$ cat config.mk
export PLATFORM = sky130hd
export DESIGN_NAME = memory_stage_flat
export DESIGN_NICKNAME = d
export VERILOG_FILES = /design/src/source/cpu_types_pkg.sv /design/src/source/pipe_ctrl_pkg.sv /design/src/source/ex_mem_if.sv /design/src/source/memory_stage.sv /design/src/flat_wrapper.sv
export SDC_FILE = /design/constraint.sdc
export NUM_CORES = 2
export LEC_CHECK = 0
export BUFFER_PORTS_ARGS = -buffer_cell sky130_fd_sc_hd__buf_2
export CAP_MARGIN = 30
export CORE_AREA = 2 2 455 457
export DETAILED_ROUTE_END_ITERATION = 8
export DIE_AREA = 0 0 457 459
export PLACE_DENSITY = 0.63
export REMOVE_ABC_BUFFERS = 1
export SYNTH_ARGS = -nofsm -noshare
export SYNTH_HDL_FRONTEND = slang
export SYNTH_SLANG_ARGS = --single-unit
$ cat constraint.sdc
create_clock -name CLK -period 1.8 [get_ports CLK]
set_input_delay 0 -clock CLK [delete_from_list [all_inputs] [get_ports CLK]]
set_output_delay 0 -clock CLK [all_outputs]
set_load 0.02 [all_outputs]
$ cat src/source/cpu_types_pkg.sv
package cpu_types_pkg;

   localparam int WORD_W  = 32;
   localparam int REG_W   = 5;
   localparam int IMM_W   = 16;
   localparam int JADDR_W = 26;
   localparam int ALUOP_W = 4;

   typedef logic [WORD_W-1:0]  word_t;    // Datapath word
   typedef logic [REG_W-1:0]   regbits_t; // Register file index
   typedef logic [IMM_W-1:0]   imm16_t;   // I-type immediate
   typedef logic [JADDR_W-1:0] jaddr_t;   // J-type target field
   typedef logic [ALUOP_W-1:0] aluop_t;

   localparam aluop_t ALU_ADD  = 4'd0;
   localparam aluop_t ALU_SUB  = 4'd1;
   localparam aluop_t ALU_AND  = 4'd2;
   localparam aluop_t ALU_OR   = 4'd3;
   localparam aluop_t ALU_XOR  = 4'd4;
   localparam aluop_t ALU_NOR  = 4'd5;
   localparam aluop_t ALU_SLT  = 4'd6;  // Signed compare
   localparam aluop_t ALU_SLTU = 4'd7;  // Unsigned compare
   localparam aluop_t ALU_SLL  = 4'd8;  // Shift by shamt
   localparam aluop_t ALU_SRL  = 4'd9;

endpackage

$ cat src/source/pipe_ctrl_pkg.sv
package pipe_ctrl_pkg;

   typedef logic [1:0] memtoreg_t;
   typedef logic [1:0] pcsel_t;

   localparam memtoreg_t WB_ALU   = 2'd0;
   localparam memtoreg_t WB_MEM   = 2'd1; // Loaded word
   localparam memtoreg_t WB_NPC   = 2'd2; // Link address
   localparam memtoreg_t WB_UPPER = 2'd3; // lui value

   localparam pcsel_t PC_SEQ    = 2'd0;
   localparam pcsel_t PC_BRANCH = 2'd1;
   localparam pcsel_t PC_JUMP   = 2'd2;
   localparam pcsel_t PC_JR     = 2'd3;

   localparam int DMEM_WORDS   = 64;
   localparam int DMEM_AW      = 6;
   localparam int DMEM_WAIT    = 2;  // Wait cycles before dhit
   localparam int DMEM_WAIT_CW = $clog2(DMEM_WAIT + 1);

   typedef enum logic [1:0] {
      MS_IDLE,
      MS_WAIT,
      MS_HIT
   } mem_state_t;

endpackage
$ cat src/source/ex_mem_if.sv
`timescale 1ns/1ns

interface ex_mem_if
   import cpu_types_pkg::*;
   import pipe_ctrl_pkg::*;
();

   memtoreg_t memtoreg;
   logic      regwrite;
   pcsel_t    pcselect;
   logic      branchSelect;
   logic      dmemREN;
   logic      dmemWEN;
   logic      halt;
   word_t     rdat1;
   word_t     rdat2;   // Store data
   word_t     npc;
   logic      zeroFlag;
   word_t     aluResult; // Also the memory byte address
   regbits_t  branchDest;
   word_t     upper16;
   word_t     signZero;
   jaddr_t    iMemLoad;

   modport producer (
      output memtoreg, regwrite, pcselect, branchSelect,
      output dmemREN, dmemWEN, halt,
      output rdat1, rdat2, npc, zeroFlag, aluResult,
      output branchDest, upper16, signZero, iMemLoad
   );

   modport consumer (
      input memtoreg, regwrite, pcselect, branchSelect,
      input dmemREN, dmemWEN, halt,
      input rdat1, rdat2, npc, zeroFlag, aluResult,
      input branchDest, upper16, signZero, iMemLoad
   );

endinterface

$ cat src/source/memory_stage.sv
`timescale 1ns/1ns

module memory_stage
   import cpu_types_pkg::*;
   import pipe_ctrl_pkg::*;
(
   input  logic       CLK,
   input  logic       nRST,
   ex_mem_if.consumer mem,
   output logic       dhit,
   output logic       wb_en,
   output regbits_t   wb_reg,
   output word_t      wb_data,
   output logic       branch_taken,
   output logic       halt
);

   word_t                   dmem [DMEM_WORDS];
   logic [DMEM_AW-1:0]      addr;
   logic [DMEM_WAIT_CW-1:0] wait_cnt;
   mem_state_t              state;
   mem_state_t              next_state;
   logic                    req;
   logic                    pending;

   assign addr    = mem.aluResult[DMEM_AW+1:2]; // Word address
   assign req     = mem.dmemREN || mem.dmemWEN;
   assign pending = req && !dhit;

   always_comb begin
      next_state = state;
      case (state)
         MS_IDLE: begin
            if (req)
               next_state = MS_WAIT;
         end
         MS_WAIT: begin
            if (!req)
               next_state = MS_IDLE;
            else if (wait_cnt == DMEM_WAIT_CW'(DMEM_WAIT - 1))
               next_state = MS_HIT;
         end
         MS_HIT:  next_state = MS_IDLE; // One hit cycle per access
         default: next_state = MS_IDLE;
      endcase
   end

   always_ff @(posedge CLK, negedge nRST) begin
      if (!nRST) begin
         state    <= MS_IDLE;
         wait_cnt <= '0;
         dhit     <= 1'b0;
      end else begin
         state    <= next_state;
         wait_cnt <= (state == MS_WAIT) ? wait_cnt + 1'b1 : '0;
         dhit     <= (next_state == MS_HIT);
      end
   end

   always_ff @(posedge CLK, negedge nRST) begin
      if (!nRST) begin
         for (int i = 0; i < DMEM_WORDS; i++)
            dmem[i] <= '0;
      end else if (state == MS_HIT && mem.dmemWEN) begin
         dmem[addr] <= mem.rdat2;
      end
   end

   always_comb begin
      case (mem.memtoreg)
         WB_MEM:   wb_data = dmem[addr];
         WB_NPC:   wb_data = mem.npc;
         WB_UPPER: wb_data = mem.upper16;
         default:  wb_data = mem.aluResult;
      endcase
   end

   assign wb_en        = mem.regwrite && !pending; // Once, when the op retires
   assign wb_reg       = mem.branchDest;
   assign branch_taken = mem.branchSelect && (mem.pcselect == PC_BRANCH) && mem.zeroFlag;
   assign halt         = mem.halt;

   // A hit only completes an access that is still requested
   a_dhit_in_hit : assert property (
      @(posedge CLK) disable iff (!nRST)
      dhit |-> (state == MS_HIT) && req)
      else $error("memory_stage: dhit outside MS_HIT or without a request");

   // The upstream stage must hold a waiting access steady
   a_addr_held : assert property (
      @(posedge CLK) disable iff (!nRST)
      pending |=> $stable(addr))
      else $error("memory_stage: address changed while stalled");

endmodule

$ cat src/flat_wrapper.sv
// flat-port wrapper written by rule: the top's interface ports become plain ports
module memory_stage_flat import cpu_types_pkg::*; import pipe_ctrl_pkg::*;
  (CLK, nRST, dhit, wb_en, wb_reg, wb_data, branch_taken, halt, mem_memtoreg, mem_regwrite, mem_pcselect, mem_branchSelect, mem_dmemREN, mem_dmemWEN, mem_halt, mem_rdat1, mem_rdat2, mem_npc, mem_zeroFlag, mem_aluResult, mem_branchDest, mem_upper16, mem_signZero, mem_iMemLoad);
  ex_mem_if mem_i ();
  input  logic CLK;
  input  logic nRST;
  output logic dhit;
  output logic wb_en;
  output regbits_t wb_reg;
  output word_t wb_data;
  output logic branch_taken;
  output logic halt;
  input wire logic [$bits(mem_i.memtoreg)-1:0] mem_memtoreg;
  input wire logic [$bits(mem_i.regwrite)-1:0] mem_regwrite;
  input wire logic [$bits(mem_i.pcselect)-1:0] mem_pcselect;
  input wire logic [$bits(mem_i.branchSelect)-1:0] mem_branchSelect;
  input wire logic [$bits(mem_i.dmemREN)-1:0] mem_dmemREN;
  input wire logic [$bits(mem_i.dmemWEN)-1:0] mem_dmemWEN;
  input wire logic [$bits(mem_i.halt)-1:0] mem_halt;
  input wire logic [$bits(mem_i.rdat1)-1:0] mem_rdat1;
  input wire logic [$bits(mem_i.rdat2)-1:0] mem_rdat2;
  input wire logic [$bits(mem_i.npc)-1:0] mem_npc;
  input wire logic [$bits(mem_i.zeroFlag)-1:0] mem_zeroFlag;
  input wire logic [$bits(mem_i.aluResult)-1:0] mem_aluResult;
  input wire logic [$bits(mem_i.branchDest)-1:0] mem_branchDest;
  input wire logic [$bits(mem_i.upper16)-1:0] mem_upper16;
  input wire logic [$bits(mem_i.signZero)-1:0] mem_signZero;
  input wire logic [$bits(mem_i.iMemLoad)-1:0] mem_iMemLoad;
  assign mem_i.memtoreg = mem_memtoreg;
  assign mem_i.regwrite = mem_regwrite;
  assign mem_i.pcselect = mem_pcselect;
  assign mem_i.branchSelect = mem_branchSelect;
  assign mem_i.dmemREN = mem_dmemREN;
  assign mem_i.dmemWEN = mem_dmemWEN;
  assign mem_i.halt = mem_halt;
  assign mem_i.rdat1 = mem_rdat1;
  assign mem_i.rdat2 = mem_rdat2;
  assign mem_i.npc = mem_npc;
  assign mem_i.zeroFlag = mem_zeroFlag;
  assign mem_i.aluResult = mem_aluResult;
  assign mem_i.branchDest = mem_branchDest;
  assign mem_i.upper16 = mem_upper16;
  assign mem_i.signZero = mem_signZero;
  assign mem_i.iMemLoad = mem_iMemLoad;
  memory_stage u_core (.CLK(CLK), .nRST(nRST), .mem(mem_i), .dhit(dhit), .wb_en(wb_en), .wb_reg(wb_reg), .wb_data(wb_data), .branch_taken(branch_taken), .halt(halt));
endmodule
### Word-level counts from Yosys, hierarchy flattened

Index checks and enable logic that the tools add are counted.

| cells by class | value |
|---|---|
| reductions and logical operators | 10 |
| bitwise operators | 1 |
| $mul | 0 |
| shifts and indexed selects | 0 |
| order comparisons | 2 |
| add/subtract/negate cells | 1 |
| multiplexer cells | 12 |
| divide/modulo/power cells | 0 |
| eq/ne operators | 8 |

Operator list:

| kind | number |
|---|---|
| 2048-bit bitwise mux | 1 |
| 32-bit binary-select mux with 6-bit select | 1 |
| 32-bit demux with 6-bit select | 1 |
| 32-bit 2-to-1 mux | 3 |
| 32-bit one-hot mux with 3 select lines | 1 |
| 2-bit by 1-bit equality test with 1-bit output (second input constant) | 4 |
| 2-bit equality test (second input constant) | 4 |
| 2-bit 2-to-1 mux | 4 |
| 7-bit >= comparator (second input constant) | 1 |
| 7-bit by 1-bit less-than comparator with 1-bit output (second input constant) | 1 |
| 6-bit NOT with 7-bit output | 1 |
| 1-bit logical AND | 6 |
| 2-bit one-hot mux with 2 select lines | 1 |
| 2-bit by 1-bit adder with 2-bit output (second input constant) | 1 |
| 1-bit logical NOT | 2 |
| 2-bit logical NOT | 1 |
| 1-bit logical OR | 1 |

| storage, ports and cells | value |
|---|---|
| bits in writable memories | 0 |
| register bits | 2,053 |
| ROM bits | 0 |
| memories | 0 |
| output and inout bits | 41 |
| bits in latches | 0 |
| word-level logic and storage cells | 101 |

### Longest topological paths before layout

| depth | value |
|---|---|
| depth after elaboration | 6 |
| gate-level depth with buffers | 11 |
| gate-level depth less buffers | 6 |

### Worst setup path before layout

Ideal clock, no wire load.

| path | value |
|---|---|
| path kind | input-to-output |
| start point | in mem_aluResult[3] |
| end point | out wb_data[1] |
| data required time | 1.800 ns |
| buffers on the path | 4 |
| arrival time | 1.902 ns |
| stages on the path | 10 |
| setup slack | -0.102 ns |
| path through | buf_4 -> buf_6 -> buf_6 -> nor2_1 -> clkbuf_1 -> o2bb2ai_1 -> nand2_1 -> a31oi_1 -> nor4_1 -> a221oi_1 |

| on the way | value |
|---|---|
| word-level cells in the longest chain between the ends | 5 |

RTL lines:

| element | line | RTL |
|---|---|---|
| from (decl) | flat_wrapper.sv:24 | `input wire logic [$bits(mem_i.aluResult)-1:0] mem_aluResult;` |
| 6-bit NOT with 7-bit output (not written as such) | memory_stage.sv:71 | `WB_MEM: wb_data = dmem[addr];` |
| 32-bit binary-select mux with 6-bit select | memory_stage.sv:71 |  |
| 32-bit 2-to-1 mux (not written as such) (2 in a row) | memory_stage.sv:71 |  |
| 32-bit one-hot mux with 3 select lines | memory_stage.sv:70 | `case (mem.memtoreg)` |
| to (decl) | flat_wrapper.sv:10 | `output word_t wb_data;` |

No other way between the ends. The select of a mux whose other input is x is not followed.

### Worst setup path after layout

| path | value |
|---|---|
| start point | reg u_core.dmem[80] (netlist bit) |
| end point | out wb_data[16] |

| on the way | value |
|---|---|
| word-level cells in the longest chain between the ends | 4 |

RTL lines:

| element | line | RTL |
|---|---|---|
| from (decl) | memory_stage.sv:18 | `word_t dmem [DMEM_WORDS];` |
| from (signal, indexed assignment) | memory_stage.sv:65 | `dmem[addr] <= mem.rdat2;` |
| 32-bit binary-select mux with 6-bit select | memory_stage.sv:71 |  |
| 32-bit 2-to-1 mux (not written as such) (2 in a row) | memory_stage.sv:71 |  |
| 32-bit one-hot mux with 3 select lines | memory_stage.sv:70 |  |

No other way between the ends. The select of a mux whose other input is x is not followed.

==> results by group <==
Run status
  – Status: finished, violations left
  – Failing checks: negative setup slack

Pwr
  – Switch share: 25.9%
  – Max VDD drop: 1.06 mV
  – Net Switching: 27.4 mW
  – P_int: 78.5 mW
  – Sequential Power Share: 46.2%
  – Pleak: 57.3 nW
  – Combinational share of power: 10.4%
  – PwrDens: 877 nW/µm²
  – Clock network power share: 43.4%

Synthesis
  – Async S/R FF share, synth: 100%
  – Post-Syn Area per Cell: 13.2 µm²
  – Post-Syn Instances: 7118
  – Share of the synthesized area in the top cell type: 54.7%
  – Commonest register cell after synthesis: dfrtp_1
  – Synth area leader: dfrtp_1
  – Top cells by count, synth: mux2_2, dfrtp_1, a22oi_1
  – Largest cells by area after synthesis: dfrtp_1, mux2_2, a22oi_1, a221oi_1, buf_2
  – #FFs+latches synth: 2053
  – EDFF count, synth: 0
  – Seq/Total Area, Yosys: 54.7%
  – Syn. warnings: 0
  – Cell variety after synth: 72
  – Synthesized area: 94000 µm²
  – Top-count cell post-synth: mux2_2

Run
  – Max Cap Viol: 0

Floorplan
  – Io pins: 276
  – # rows: 167
  – Die ar.: 210000 µm²
  – CORE AREA: 206000 µm²
  – Chip width: 457 µm
  – DIE HEIGHT: 459 µm
  – Starting Density: 45.7%

Place
  – Cell count after placement: 10.2k
  – GPL Wtd Cong: 0.958
  – IO Port Bufs: 173
  – DP Wirelength: 262000 µm
  – Dpl cell area: 107000 µm²

Worst setup path
  – Crit path launch type: flip-flop
  – Worst EP arrival: 3.05 ns
  – Crit path capture type: output pin
  – Data required time at the worst endpoint: 1.80 ns
  – Crit Path Class: flip-flop to output pin
  – Worst-path fanout max: 2

STA
  – Final setup vio count: 2080
  – Hold Vio Cnt, Final: 0
  – Max-slew violations: 0
  – Slew Limit Headroom: 36.8%
  – Sum Neg Setup Slack: -625.71 ns
  – Min Hold Slack: 0.000187 ns
  – Slew @ Worst Pin: 0.948 ns
  – PnR worst setup slack: -1.25 ns
  – Min Tclk post-route: 3.05 ns
  – Unrepaired setup endpoints after global routing: yes
  – Fmax: 0.328 GHz
  – Fin Clk Skew: 0.0387 ns
  – Period utilization: 170%

Clock network
  – CTS tree: done
  – Clock sink total: 2053
  – CTS Buffer Depth: 3
  – Root Driver: clkbuf_16
  – Latest clock arrival within the worst-skew pair: 0.91 ns
  – CTS Buf Count: 215
  – Register clock-pin slew on the reported worst setup and hold paths: 0.06 ns
  – H-tree Lvls: 4

GRT
  – Largest net degree at the start of global routing: 141
  – First-pass GRT wire length: 568000 µm
  – Vias in the first global route: 72.6k
  – Overflow after GRT: 0
  – Initial antenna violation count: 22
  – GRT Overall Usage: 38.3%

Cells and area
  – Filler instances: 15.9k
  – Post-Layout Cell Count: 10.8k
  – Nets@finish: 8135
  – Fraction of layout cells with a size suffix above 1: 51.6%
  – Area delta synth->final: 28.6%
  – Final Util: 58.8%
  – Final Cell Area: 121000 µm²

Routing
  – Vias: 74.6k
  – Via density per instance: 6.91
  – Initial DRT Pass Iterations: 6
  – Post-DRT Antenna Nets: 0
  – DRC: 0
  – Drt total wl: 425000 µm
  – Routed wire per std cell: 39.4 µm
  – Iter 0 DRT Violations: 11.4k

Hold path
  – Min-delay worst type: primary input to output pin
metrics by stage:
stage	power, mW	setup WS, ns
final	106	-1.25
after global routing	109	-1.30
after CTS	105	-1.24
after detailed placement	59.6	-0.912
after global placement	59.3	-0.997
after floorplan	52.9	-7.40
layout make-up:
cell class / instances / area (µm²) / share of cell area, %
Inverter: 7 / 36.3 / 0.0300
Timing Repair Buffer: 1352 / 16200 / 13.4
Clock inverter: 63 / 798 / 0.661
Multi-Input combinational cell: 4270 / 42500 / 35.2
Clock buffer: 332 / 6480 / 5.36
Tap cell: 2704 / 3380 / 2.80
Sequential cell: 2053 / 51400 / 42.5
Antenna cell: 16 / 40.0 / 0.0331
cells by family after synthesis:
kind of cell	after synthesis	synth area share, %
buf+inv	795	3.80
fa+ha+maj	1	0.0133
flops	2053	54.7
compound gates	1430	11.1
simple gates	530	2.69
mux	2309	27.7
cell usage in the layout (no fill, tap or decap), drive strengths merged, types with 7 or more instances in the layout:
cell type    netlist  routed
dlygate4sd3        0      36
nor4              24      24
mux2i            107     107
o22a              14      14
dfrtp           2053    2053
and3               7       7
a22o              30      30
buf              476    1278
o221ai            30      30
a221o             12      12
o21a               8       8
bufinv             0       9
nand2            127     127
o21ai            132     132
nand4             22      22
nand2b             9       9
mux2            2187    2187
nor2b             28      28
inv                7      17
nor2             184     184
mux4              15      15
a31oi             12      12
nor3              47      47
clkinv             0      39
a211oi             9       9
o32ai              7       7
nand3             37      37
o211ai            11      11
a22oi            554     554
diode              0      16
o2bb2ai            7       7
a21oi            100     100
o22ai            201     201
o221a             10      10
clkbuf           312     370
nor3b             10      10
a221oi           247     247
a222oi             7       7
power groups by stage:
stage               Sequential [mW]  Combinational (mW)  Clock, mW
floorplan                      49.4                3.55          0
global placement               49.6                9.75          0
detailed placement             49.7                9.95          0
CTS                            48.9                10.4       46.0
global route                   49.1                11.4       48.1
finish                         49.0                11.0       46.0
worst max-delay path, stage by stage (launching register included):
cell	delay [ns]
dfrtp_1	0.39
mux2_4	0.27
a221o_1	0.34
a222oi_1	0.40
buf_4	0.21
nor2_4	0.05
a21oi_4	0.17
a31oi_4	0.14
buf_6	0.17
flip-flops by register name, indices dropped and copies added (netlist names):
signal           flops
u_core.dhit          1
u_core.dmem       2048
u_core.state         2
u_core.wait_cnt      2
metal layers:
| layer | GRT usage (%) | up-vias | share of wire (%) |
|---|---|---|---|
| met5 | 0 | - | 0.046 |
| met4 | 25.2 | 28 | 8.0 |
| met3 | 12.2 | 1606 | 14 |
| met2 | 55.1 | 5635 | 42 |
| met1 | 49.6 | 39005 | 37 |
| li1 | - | 28306 | - |
final timing paths:
| kind | slack [ns] | cells past startpoint | to | start |
|---|---|---|---|---|
| worst max-delay path | -1.25 | 8 | wb_data[16] | u_core.dmem[80]$_DFFE_PN0P_ |
| worst max register to register | -0.50 | 9 | u_core.dmem[1920]$_DFFE_PN0P_ | u_core.state[0]$_DFF_PN0_ |
| worst min register to register | 0.43 | 1 | u_core.wait_cnt[0]$_DFF_PN0_ | u_core.wait_cnt[0]$_DFF_PN0_ |
| max in group asynchronous | 0.35 | 6 | u_core.dmem[1107]$_DFFE_PN0P_ | nRST |
| min in group asynchronous | 0.36 | 4 | u_core.dmem[1622]$_DFFE_PN0P_ | nRST |
| worst min-delay path | 0.0002 | 0 | halt | mem_halt |
what timing repair did:
| action | 4_1_cts | 5_1_grt |
|---|---|---|
| hold buffers | 37 | 0 |
| gates cloned | 18 | 38 |
| buffers inserted | 21 | 49 |
| endpoints found under the hold margin | 3889 | 0 |
| setup endpoints to repair | 2080 | 2080 |
| resized for setup | 411 | 417 |
| pin swaps | 132 | 99 |
Note: power is estimated with default switching activity, not from simulation.
