**src/source/cpu_types_pkg.sv**
```systemverilog
package cpu_types_pkg;

   localparam int WORD_W  = 32;
   localparam int REG_W   = 5;
   localparam int IMM_W   = 16;
   localparam int JADDR_W = 26;
   localparam int ALUOP_W = 4;

   typedef logic [WORD_W-1:0]  word_t;    // Datapath word
   typedef logic [REG_W-1:0]   regbits_t; // Register file index
   typedef logic [IMM_W-1:0]   imm16_t;   // I-type immediate
   typedef logic [JADDR_W-1:0] jaddr_t;   // J-type target field
   typedef logic [ALUOP_W-1:0] aluop_t;

   localparam aluop_t ALU_ADD  = 4'd0;
   localparam aluop_t ALU_SUB  = 4'd1;
   localparam aluop_t ALU_AND  = 4'd2;
   localparam aluop_t ALU_OR   = 4'd3;
   localparam aluop_t ALU_XOR  = 4'd4;
   localparam aluop_t ALU_NOR  = 4'd5;
   localparam aluop_t ALU_SLT  = 4'd6;  // Signed compare
   localparam aluop_t ALU_SLTU = 4'd7;  // Unsigned compare
   localparam aluop_t ALU_SLL  = 4'd8;  // Shift by shamt
   localparam aluop_t ALU_SRL  = 4'd9;

endpackage

```
**src/source/pipe_ctrl_pkg.sv**
```systemverilog
package pipe_ctrl_pkg;

   typedef logic [1:0] memtoreg_t;
   typedef logic [1:0] pcsel_t;

   localparam memtoreg_t WB_ALU   = 2'd0;
   localparam memtoreg_t WB_MEM   = 2'd1; // Loaded word
   localparam memtoreg_t WB_NPC   = 2'd2; // Link address
   localparam memtoreg_t WB_UPPER = 2'd3; // lui value

   localparam pcsel_t PC_SEQ    = 2'd0;
   localparam pcsel_t PC_BRANCH = 2'd1;
   localparam pcsel_t PC_JUMP   = 2'd2;
   localparam pcsel_t PC_JR     = 2'd3;

   localparam int DMEM_WORDS   = 64;
   localparam int DMEM_AW      = 6;
   localparam int DMEM_WAIT    = 2;  // Wait cycles before dhit
   localparam int DMEM_WAIT_CW = $clog2(DMEM_WAIT + 1);

   typedef enum logic [1:0] {
      MS_IDLE,
      MS_WAIT,
      MS_HIT
   } mem_state_t;

endpackage
```
**src/source/ex_mem_if.sv**
```systemverilog
`timescale 1ns/1ns

interface ex_mem_if
   import cpu_types_pkg::*;
   import pipe_ctrl_pkg::*;
();

   memtoreg_t memtoreg;
   logic      regwrite;
   pcsel_t    pcselect;
   logic      branchSelect;
   logic      dmemREN;
   logic      dmemWEN;
   logic      halt;
   word_t     rdat1;
   word_t     rdat2;   // Store data
   word_t     npc;
   logic      zeroFlag;
   word_t     aluResult; // Also the memory byte address
   regbits_t  branchDest;
   word_t     upper16;
   word_t     signZero;
   jaddr_t    iMemLoad;

   modport producer (
      output memtoreg, regwrite, pcselect, branchSelect,
      output dmemREN, dmemWEN, halt,
      output rdat1, rdat2, npc, zeroFlag, aluResult,
      output branchDest, upper16, signZero, iMemLoad
   );

   modport consumer (
      input memtoreg, regwrite, pcselect, branchSelect,
      input dmemREN, dmemWEN, halt,
      input rdat1, rdat2, npc, zeroFlag, aluResult,
      input branchDest, upper16, signZero, iMemLoad
   );

endinterface

```
**src/source/ex_mem_latch.sv**
```systemverilog
`timescale 1ns/1ns

module ex_mem_latch (
   input  logic       CLK,
   input  logic       nRST,
   ex_mem_if.consumer ex,
   ex_mem_if.producer mem,
   input  logic       dhit,
   output logic       stall
);

   always_ff @(posedge CLK, negedge nRST) begin
      if (!nRST) begin
         mem.memtoreg     <= '0;
         mem.regwrite     <= 1'b0;
         mem.pcselect     <= '0;
         mem.branchSelect <= 1'b0;
         mem.dmemREN      <= 1'b0;
         mem.dmemWEN      <= 1'b0;
         mem.halt         <= 1'b0;
         mem.rdat1        <= '0;
         mem.rdat2        <= '0;
         mem.npc          <= '0;
         mem.zeroFlag     <= 1'b0;
         mem.aluResult    <= '0;
         mem.branchDest   <= '0;
         mem.upper16      <= '0;
         mem.signZero     <= '0;
         mem.iMemLoad     <= '0;
      end else begin
         mem.dmemREN      <= dhit ? 1'b0 : ex.dmemREN; // Drop strobes once served
         mem.dmemWEN      <= dhit ? 1'b0 : ex.dmemWEN;
         mem.memtoreg     <= ex.memtoreg;
         mem.regwrite     <= ex.regwrite;
         mem.pcselect     <= ex.pcselect;
         mem.branchSelect <= ex.branchSelect;
         mem.halt         <= ex.halt;
         mem.rdat1        <= ex.rdat1;
         mem.rdat2        <= ex.rdat2;
         mem.npc          <= ex.npc;
         mem.zeroFlag     <= ex.zeroFlag;
         mem.aluResult    <= ex.aluResult;
         mem.branchDest   <= ex.branchDest;
         mem.upper16      <= ex.upper16;
         mem.signZero     <= ex.signZero;
         mem.iMemLoad     <= ex.iMemLoad;
      end
   end

   assign stall = (mem.dmemREN || mem.dmemWEN) && !dhit; // Request still outstanding

   a_no_rw_together : assert property (
      @(posedge CLK) disable iff (!nRST)
      !(ex.dmemREN && ex.dmemWEN))
      else $error("ex_mem_latch: read and write requested together");

   // An access arriving while the previous one completes would lose its strobe
   a_no_req_on_hit : assert property (
      @(posedge CLK) disable iff (!nRST)
      dhit |-> !(ex.dmemREN || ex.dmemWEN))
      else $error("ex_mem_latch: memory request on a dhit cycle");

endmodule

```
**src/flat_wrapper.sv**
```systemverilog
// flat-port wrapper written by rule: the top's interface ports become plain ports
module ex_mem_latch_flat 
  (CLK, nRST, dhit, stall, ex_memtoreg, ex_regwrite, ex_pcselect, ex_branchSelect, ex_dmemREN, ex_dmemWEN, ex_halt, ex_rdat1, ex_rdat2, ex_npc, ex_zeroFlag, ex_aluResult, ex_branchDest, ex_upper16, ex_signZero, ex_iMemLoad, mem_memtoreg, mem_regwrite, mem_pcselect, mem_branchSelect, mem_dmemREN, mem_dmemWEN, mem_halt, mem_rdat1, mem_rdat2, mem_npc, mem_zeroFlag, mem_aluResult, mem_branchDest, mem_upper16, mem_signZero, mem_iMemLoad);
  ex_mem_if ex_i ();
  ex_mem_if mem_i ();
  input  logic CLK;
  input  logic nRST;
  input  logic dhit;
  output logic stall;
  input wire logic [$bits(ex_i.memtoreg)-1:0] ex_memtoreg;
  input wire logic [$bits(ex_i.regwrite)-1:0] ex_regwrite;
  input wire logic [$bits(ex_i.pcselect)-1:0] ex_pcselect;
  input wire logic [$bits(ex_i.branchSelect)-1:0] ex_branchSelect;
  input wire logic [$bits(ex_i.dmemREN)-1:0] ex_dmemREN;
  input wire logic [$bits(ex_i.dmemWEN)-1:0] ex_dmemWEN;
  input wire logic [$bits(ex_i.halt)-1:0] ex_halt;
  input wire logic [$bits(ex_i.rdat1)-1:0] ex_rdat1;
  input wire logic [$bits(ex_i.rdat2)-1:0] ex_rdat2;
  input wire logic [$bits(ex_i.npc)-1:0] ex_npc;
  input wire logic [$bits(ex_i.zeroFlag)-1:0] ex_zeroFlag;
  input wire logic [$bits(ex_i.aluResult)-1:0] ex_aluResult;
  input wire logic [$bits(ex_i.branchDest)-1:0] ex_branchDest;
  input wire logic [$bits(ex_i.upper16)-1:0] ex_upper16;
  input wire logic [$bits(ex_i.signZero)-1:0] ex_signZero;
  input wire logic [$bits(ex_i.iMemLoad)-1:0] ex_iMemLoad;
  output wire logic [$bits(mem_i.memtoreg)-1:0] mem_memtoreg;
  output wire logic [$bits(mem_i.regwrite)-1:0] mem_regwrite;
  output wire logic [$bits(mem_i.pcselect)-1:0] mem_pcselect;
  output wire logic [$bits(mem_i.branchSelect)-1:0] mem_branchSelect;
  output wire logic [$bits(mem_i.dmemREN)-1:0] mem_dmemREN;
  output wire logic [$bits(mem_i.dmemWEN)-1:0] mem_dmemWEN;
  output wire logic [$bits(mem_i.halt)-1:0] mem_halt;
  output wire logic [$bits(mem_i.rdat1)-1:0] mem_rdat1;
  output wire logic [$bits(mem_i.rdat2)-1:0] mem_rdat2;
  output wire logic [$bits(mem_i.npc)-1:0] mem_npc;
  output wire logic [$bits(mem_i.zeroFlag)-1:0] mem_zeroFlag;
  output wire logic [$bits(mem_i.aluResult)-1:0] mem_aluResult;
  output wire logic [$bits(mem_i.branchDest)-1:0] mem_branchDest;
  output wire logic [$bits(mem_i.upper16)-1:0] mem_upper16;
  output wire logic [$bits(mem_i.signZero)-1:0] mem_signZero;
  output wire logic [$bits(mem_i.iMemLoad)-1:0] mem_iMemLoad;
  assign ex_i.memtoreg = ex_memtoreg;
  assign ex_i.regwrite = ex_regwrite;
  assign ex_i.pcselect = ex_pcselect;
  assign ex_i.branchSelect = ex_branchSelect;
  assign ex_i.dmemREN = ex_dmemREN;
  assign ex_i.dmemWEN = ex_dmemWEN;
  assign ex_i.halt = ex_halt;
  assign ex_i.rdat1 = ex_rdat1;
  assign ex_i.rdat2 = ex_rdat2;
  assign ex_i.npc = ex_npc;
  assign ex_i.zeroFlag = ex_zeroFlag;
  assign ex_i.aluResult = ex_aluResult;
  assign ex_i.branchDest = ex_branchDest;
  assign ex_i.upper16 = ex_upper16;
  assign ex_i.signZero = ex_signZero;
  assign ex_i.iMemLoad = ex_iMemLoad;
  assign mem_memtoreg = mem_i.memtoreg;
  assign mem_regwrite = mem_i.regwrite;
  assign mem_pcselect = mem_i.pcselect;
  assign mem_branchSelect = mem_i.branchSelect;
  assign mem_dmemREN = mem_i.dmemREN;
  assign mem_dmemWEN = mem_i.dmemWEN;
  assign mem_halt = mem_i.halt;
  assign mem_rdat1 = mem_i.rdat1;
  assign mem_rdat2 = mem_i.rdat2;
  assign mem_npc = mem_i.npc;
  assign mem_zeroFlag = mem_i.zeroFlag;
  assign mem_aluResult = mem_i.aluResult;
  assign mem_branchDest = mem_i.branchDest;
  assign mem_upper16 = mem_i.upper16;
  assign mem_signZero = mem_i.signZero;
  assign mem_iMemLoad = mem_i.iMemLoad;
  ex_mem_latch u_core (.CLK(CLK), .nRST(nRST), .ex(ex_i), .mem(mem_i), .dhit(dhit), .stall(stall));
endmodule
```
**config.mk**
```make
export PLATFORM = sky130hd
export DESIGN_NAME = ex_mem_latch_flat
export DESIGN_NICKNAME = d
export VERILOG_FILES = /design/src/source/cpu_types_pkg.sv /design/src/source/pipe_ctrl_pkg.sv /design/src/source/ex_mem_if.sv /design/src/source/ex_mem_latch.sv /design/src/flat_wrapper.sv
export SDC_FILE = /design/constraint.sdc
export NUM_CORES = 1
export LEC_CHECK = 0
export ABC_AREA = 1
export BUFFER_PORTS_ARGS = -buffer_cell sky130_fd_sc_hd__buf_2
export CORE_AREA = 2 2 185 187
export CTS_BUF_LIST = sky130_fd_sc_hd__clkbuf_8
export DETAILED_ROUTE_END_ITERATION = 16
export DIE_AREA = 0 0 187 189
export GPL_TIMING_DRIVEN = 0
export SETUP_SLACK_MARGIN = 0.02
export SKIP_LAST_GASP = 1
export SLEW_MARGIN = 20
export SYNTH_ARGS = -nofsm -noshare
export SYNTH_HDL_FRONTEND = slang
export SYNTH_SLANG_ARGS = --single-unit
```
**constraint.sdc**
```tcl
create_clock -name CLK -period 0.8 [get_ports CLK]
set_input_delay 0 -clock CLK [delete_from_list [all_inputs] [get_ports CLK]]
set_output_delay 0 -clock CLK [all_outputs]
set_load 0.005 [all_outputs]
```
# Word level (Yosys, flattened, before mapping)
# Index checks and enable logic that the tools add are counted.
# word_totals
reg_bits	233
word_cells	21
# op_classes
n_mux	2
reduce_logical	3
# ops
cell	n
1-bit 2-to-1 mux	2
1-bit logical AND	1
1-bit logical NOT	1
1-bit logical OR	1

# Longest topological paths before layout
# Gate-level depths: netlist of the first run.
# depth
depth_word	2
mapped_depth	2
mapped_depth_nobuf	2

# Worst setup path after synthesis of the first run
# OpenSTA, ideal clock, no wires.
# synth_path
kind	flip-flop to output port
start	register u_core.mem.dmemWEN
end	output port stall
stages_incl_launch_ff	3
required_time_ps	800
n_path_buf	0
arrival_ps	513
path_slack_ps	287
path_cell_list	dfrtp_1 -> nor2_1 -> nor2_1
# synth_via
elab_chain_len	2
# synth_rtl
element	line	source
start, declared	ex_mem_if.sv:27	output dmemREN, dmemWEN, halt,
1-bit logical OR	ex_mem_latch.sv:50	assign stall = (mem.dmemREN || mem.dmemWEN) && !dhit;
1-bit logical AND	ex_mem_latch.sv:50	
end, declared	flat_wrapper.sv:9	output logic stall;
# Every way passes these cells.

# Final worst setup path of the first run
# layout_path
start	register u_core.mem.dmemREN
end	output port stall
# layout_via
elab_chain_len	2
# layout_rtl
element	line
start, declared	ex_mem_if.sv:27
1-bit logical OR	ex_mem_latch.sv:50
1-bit logical AND	ex_mem_latch.sv:50
# Every way passes these cells.

==> impl_metrics.csv, run 1 <==
group,metric,value,unit
clock_network,cts.path.max_buffers,3,
worst_setup_path,cp-end-kind,"output port",
timing,timing.final.crit_share,148,%
worst_setup_path,critPathArrivalTime,1.18,ns
power_and_ir_drop,irDropWorstVdd,0.00128,V
detailed_routing,vias,5094,
layout,layout.cells.non_filler,1481,
timing,final.min_clock_period,1.18,ns
synth,yosys_warnings,0,
timing,worst_slack,-0.383,ns
worst_hold_path,hold_path_class,"in -> async",
worst_setup_path,path_buf_inv,1,
clock_network,clockRootBuffer,"clkbuf_8",
timing,tightest_slew,0.517,ns
synth,synth_top_area_share,99.6,%
layout,final_common_cell,"buf_2",
worst_setup_path,crit_type,"reg -> out",
clock_network,path_clk_slew,0.05,ns
clock_network,htree_levels,2,
global_route,grt_pass1_wl,34.4,mm
floorplan,die_height,189,um
flow_run,cap_violations,0,
worst_setup_path,cp_slowest_cell,"dfrtp_1",
layout,drive_above_1_share,51.8,%
detailed_routing,drtPass1Iterations,4,
worst_setup_path,critPathMaxStageDelay,0.37,ns
layout,final_cell_mix,"buf_2 (452), dlygate4sd3_1 (246), dfrtp_1 (233)",
worst_setup_path,start_kind,"flip-flop",
synth,yosys_register_bits,233,
floorplan,initial_core_util,17.6,%
global_route,grt-ovfl-total,0,
timing,rsz0062_at_grt,"yes",
timing,hold_violations,233,
detailed_routing,wire_per_inst,15.1,um
placed_design,placed_cells,1158,
placed_design,gp_congestion,0.815,
clock_network,cts_buffers,42,
power_and_ir_drop,power_leakage,6.20,nW
worst_setup_path,critical_path.startpoint,"u_core.mem.dmemREN",
timing,fmaxAchievable,0.845,GHz
floorplan,core,33300,um2
layout,fin_nets,1237,
timing,drv_slew,0,
timing,relSlewSlack,65.6,%
floorplan,dieArea,35300,um2
clock_network,cts_tree,"built",
worst_setup_path,critPathMaxFanout,2,
global_route,grt_max_degree,101,
outcome,status,"finished with violations",
synth,synth.net_count,475,
layout,synthToLayoutAreaGrowth,111,%
layout,fillCellCount,3116,
worst_setup_path,path_common_cell,"nor2_1",
timing,setup_viol,234,
detailed_routing,first_iter_violations,91,
detailed_routing,drc,0,
worst_setup_path,worst_ep_required_time,0.80,ns
layout,final_util,37.1,%
clock_network,cts.sinks,233,
synth,ys_seq_area_share,99.6,%
synth,yosysUniqueCellTypes,3,
global_route,grt_usage,13.0,%
timing,hold_slack,-0.684,ns
global_route,antenna_found_initial,2,
floorplan,pin_count,470,
layout,multi_input_area,15.0,um2
floorplan,die_w,187,um
outcome,violations,"hold timing, setup timing",
synth,synth.avg_cell_area,24.5,um2
floorplan,rows,67,
synth,syn_area,5850,um2
detailed_routing,ant_nets,0,
placed_design,port_buffers,469,
detailed_routing,routed_wl,22.4,mm
placed_design,hpwl,14.6,mm
synth,syn-instance-count,239,
worst_setup_path,crit_family,"flip-flops",
synth,synth.area.top_cells,"dfrtp_1 (100%), nor2_1 (0.26%), inv_1 (0.13%)",
detailed_routing,routed_via_density,3.44,
synth,yosys.area.top_type,"dfrtp_1",
global_route,grt_pass1_vias,6013,
worst_setup_path,path_cells,"nor2_1 -> nor2_1 -> buf_2",
layout,regArea,5830,um2
placed_design,place_ws,0.0978,ns
power_and_ir_drop,cellPowerDensity,2210,nW/um2
-- final cells by class --
class	instances	share of cell area, %
Antenna cell	2	0.0406
Clock inverter	18	1.29
Clock buffer	56	6.25
Inverter	2	0.0609
Tap cell	448	4.54
Sequential cell	233	47.3
Multi-Input combinational cell	4	0.122
Timing Repair Buffer	718	40.4
-- per-stage QoR --
step / power, mW / TNS (ns) / area, um2 / hold WS [ns]
final: 27.2 / -56.71 / 12300 / -0.684
after CTS: 27.8 / -74.49 / 12300 / -0.767
after floorplan: 12.9 / 0 / 5850 / -0.296
after global routing: 28.7 / -76.94 / 12300 / -0.728
after detailed placement: 14.4 / 0 / 8830 / -0.110
after global placement: 14.3 / -963.24 / 8760 / 0.107
-- flip-flops by register name, summed over array words and instances (netlist names), 2 cells and up --
signal	count
u_core.mem.branchDest	5
u_core.mem.pcselect	2
u_core.mem.upper16	32
u_core.mem.signZero	32
u_core.mem.npc	32
u_core.mem.rdat1	32
u_core.mem.memtoreg	2
u_core.mem.aluResult	32
u_core.mem.rdat2	32
u_core.mem.iMemLoad	26
-- Yosys cell counts --
| master | n |
|---|---|
| nor2_1 | 4 |
| dfrtp_1 | 233 |
| inv_1 | 2 |
-- layer usage --
layer,GRT usage (%),vias up,part of all wire (%)
li1,-,2277,-
met1,13.3,2450,36
met2,22.4,323,51
met3,6.10,44,10
met4,6.14,0,3.5
met5,0,-,0
-- timing repair --
action                     in CTS  in global routing
setup endpoints to repair     234                235
setup buffers                   0                  0
hold buffers                  246                  1
resized for setup              17                  4
pin swaps                       0                  2
hold endpoints to repair      466                234
-- power breakdown --
group          internal (mW)  leakage (nW)  switching, mW  total, mW
registers               12.4          2.72          0.183       12.6
logic                   1.66          2.97          0.998       2.66
clock network           7.20         0.508           4.80       12.0
-- cells by family after synthesis --
| family | count (synthesis) | synth area share (%) |
|---|---|---|
| buf+inv | 2 | 0.128 |
| flops | 233 | 99.6 |
| simple gates | 4 | 0.256 |
-- worst max-delay path by stage --
stage / end / slack [ns] / depth (start not counted)
2_1_floorplan: stall / 0.29 / 2
3_3_place_gp: u_core.mem.iMemLoad[3] / -4.17 / 1
3_5_place_dp: u_core.mem.signZero[1] / 0.1 / 2
4_1_cts: stall / -0.46 / 3
5_1_grt: stall / -0.50 / 3
6_report: stall / -0.38 / 3
Power figures use the tool's default switching activity.
==> inputs of run 2 (changes only) <==
ABC_AREA = unset   (was 1)
==> run 2 against run 1 <==
Compared with the run above:
- the flow still finishes with violations (hold timing, setup timing)
- die area stayed put
- critical path depth is 1 lower
- clock power is 12% lower
- sequential power hardly changed
- final cell count is 1.3% lower
- core utilization is 0.78 points lower
- fmax is 5.0% lower
- sequential share of layout area is 1.0 points higher
- critical path type unchanged
- critical endpoint unchanged
- highest routed layer unchanged
==> impl_metrics.csv, run 2 <==
group,metric,value,unit
outcome,status,"finished with violations",
outcome,violations,"hold timing, setup timing",
placed_design,port_buffers,469,
clock_network,cts_buffers,40,
power_and_ir_drop,irDropWorstVdd,0.00144,V
synth,synth_edf_count,0,
clock_network,clockRootBuffer,"clkbuf_8",
synth,synth.area.top_cells,"dfrtp_1 (100%), nor2b_1 (0.21%), o21ba_1 (0.17%)",
synth,yosysUniqueCellTypes,3,
synth,yosys_warnings,0,
layout,final_cell_area,12100,um2
worst_setup_path,cp-end-kind,"output port",
layout,final_cell_mix,"buf_2 (453), dlygate4sd3_1 (237), dfrtp_1 (233)",
power_and_ir_drop,power_leakage,6.07,nW
clock_network,cts_hold_buf,237,
layout,synthToLayoutAreaGrowth,106,%
clock_network,cts.sinks,233,
layout,final_common_cell,"buf_2",
timing,fmaxAchievable,0.803,GHz
worst_setup_path,crit_type,"reg -> out",
floorplan,die_height,189,um
floorplan,rows,67,
worst_setup_path,crit_family,"flip-flops",
detailed_routing,routed_via_density,3.49,
detailed_routing,first_iter_violations,92,
synth,ys_seq_area_share,99.6,%
timing,final.min_clock_period,1.25,ns
global_route,grt_max_degree,100,
layout,layout.cells.non_filler,1462,
global_route,grt_pass1_wl,33.9,mm
clock_network,path_clk_slew,0.06,ns
detailed_routing,routed_wl,22.4,mm
detailed_routing,ant_nets,0,
timing,tightest_slew,0.525,ns
timing,finalSetupTns,-56.60,ns
worst_setup_path,path_buf_inv,1,
global_route,grt_pass1_vias,5967,
synth,yosys.area.top_type,"dfrtp_1",
placed_design,dpl_cell_area,8830,um2
floorplan,dieArea,35300,um2
floorplan,pin_count,470,
timing,hold_violations,233,
detailed_routing,drtPass1Iterations,4,
placed_design,placed_cells,1155,
clock_network,htree_levels,2,
floorplan,core,33300,um2
timing,rsz0062_at_grt,"yes",
flow_run,cap_violations,0,
global_route,grt-ovfl-total,0,
timing,timing.final.crit_share,156,%
synth,synth_common_cells,"dfrtp_1 (233), nor2b_1 (2), o21ba_1 (1)",
floorplan,initial_core_util,17.6,%
worst_setup_path,critPathMaxFanout,2,
clock_network,cts_tree,"built",
worst_hold_path,hold_path_class,"in -> async",
timing,drv_slew,0,
placed_design,hpwl,14.2,mm
timing,relSlewSlack,65.0,%
layout,diodes,0,
synth,synthFlopType,"dfrtp_1",
detailed_routing,vias,5096,
clock_network,cts.path.max_buffers,3,
synth,syn_area,5850,um2
worst_setup_path,critPathMaxStageDelay,0.38,ns
worst_setup_path,path_cells,"o21ba_1 -> buf_2",
floorplan,die_w,187,um
timing,worst_slack,-0.446,ns
detailed_routing,drc,0,
synth,yosys_register_bits,233,
synth,syn-instance-count,236,
synth,async_reset_ff_share,100,%
worst_setup_path,worst_ep_required_time,0.80,ns
detailed_routing,wire_per_inst,15.4,um
power_and_ir_drop,p_total,25.7,mW
global_route,grt_usage,12.8,%
synth,synth.avg_cell_area,24.8,um2
worst_setup_path,cp_slowest_cell,"dfrtp_1",
layout,final_util,36.3,%
layout,fillCellCount,3097,
worst_setup_path,critPathArrivalTime,1.25,ns
synth,post-synth-top-count-cell,"dfrtp_1",
layout,drive_above_1_share,52.4,%
placed_design,gp_congestion,0.798,
synth,synth.net_count,472,
worst_setup_path,start_kind,"flip-flop",
synth,synth_top_area_share,99.6,%
timing,setup_viol,234,
global_route,antenna_found_initial,0,
timing,hold_slack,-0.676,ns
layout,fin_nets,1223,
placed_design,place_ws,0.0801,ns
power_and_ir_drop,cellPowerDensity,2130,nW/um2
==> run 2: cell types whose count changed after synthesis, sizes merged <==
cell,previous run,this run
nor2,4,0
nor2b,0,2
inv,2,0
o21ba,0,1
==> run 2: worst max-delay path by stage <==
stage	cells past startpoint	start	end
after global routing	2	u_core.mem.dmemREN	stall
after CTS	2	u_core.mem.dmemREN	stall
after floorplan	1	u_core.mem.dmemWEN	stall
after detailed placement	2	nRST	u_core.mem.upper16[21]
after global placement	1	nRST	u_core.mem.npc[26]
final	2	u_core.mem.dmemREN	stall
==> run 2: area by class of cell <==
class	instances	area (um2)	share of cell area [%]
Multi-Input combinational cell	3	22.5	0.186
Clock buffer	47	647	5.36
Clock inverter	22	130	1.08
Sequential cell	233	5830	48.3
Tap cell	448	561	4.64
Timing Repair Buffer	709	4890	40.5
==> run 2: repair_timing <==
action                                  in CTS  in global routing
pin swaps                                    1                  0
gates resized for setup                     15                  4
endpoints found under the setup margin     234                234
hold endpoints to repair                   466                233
setup buffers                                1                  0
==> run 2: cell families after synthesis <==
family	Yosys count	share of synthesized area, %
AO/OA/AOI/OAI	1	0.171
flip-flops	233	99.6
AND/OR/NAND/NOR	2	0.214
==> run 2: per-layer routing <==
layer	global-route usage (%)	routed length, um	up-vias
met3	5.23	2310	60
met5	0	0	-
met2	21.6	11000	342
met1	13.4	8040	2454
met4	8.27	1080	0
li1	-	-	2240
==> run 2: power breakdown <==
group	internal, mW	switching (mW)
Sequential	12.4	0.194
Clock	5.68	4.79
Combinational	1.63	0.983
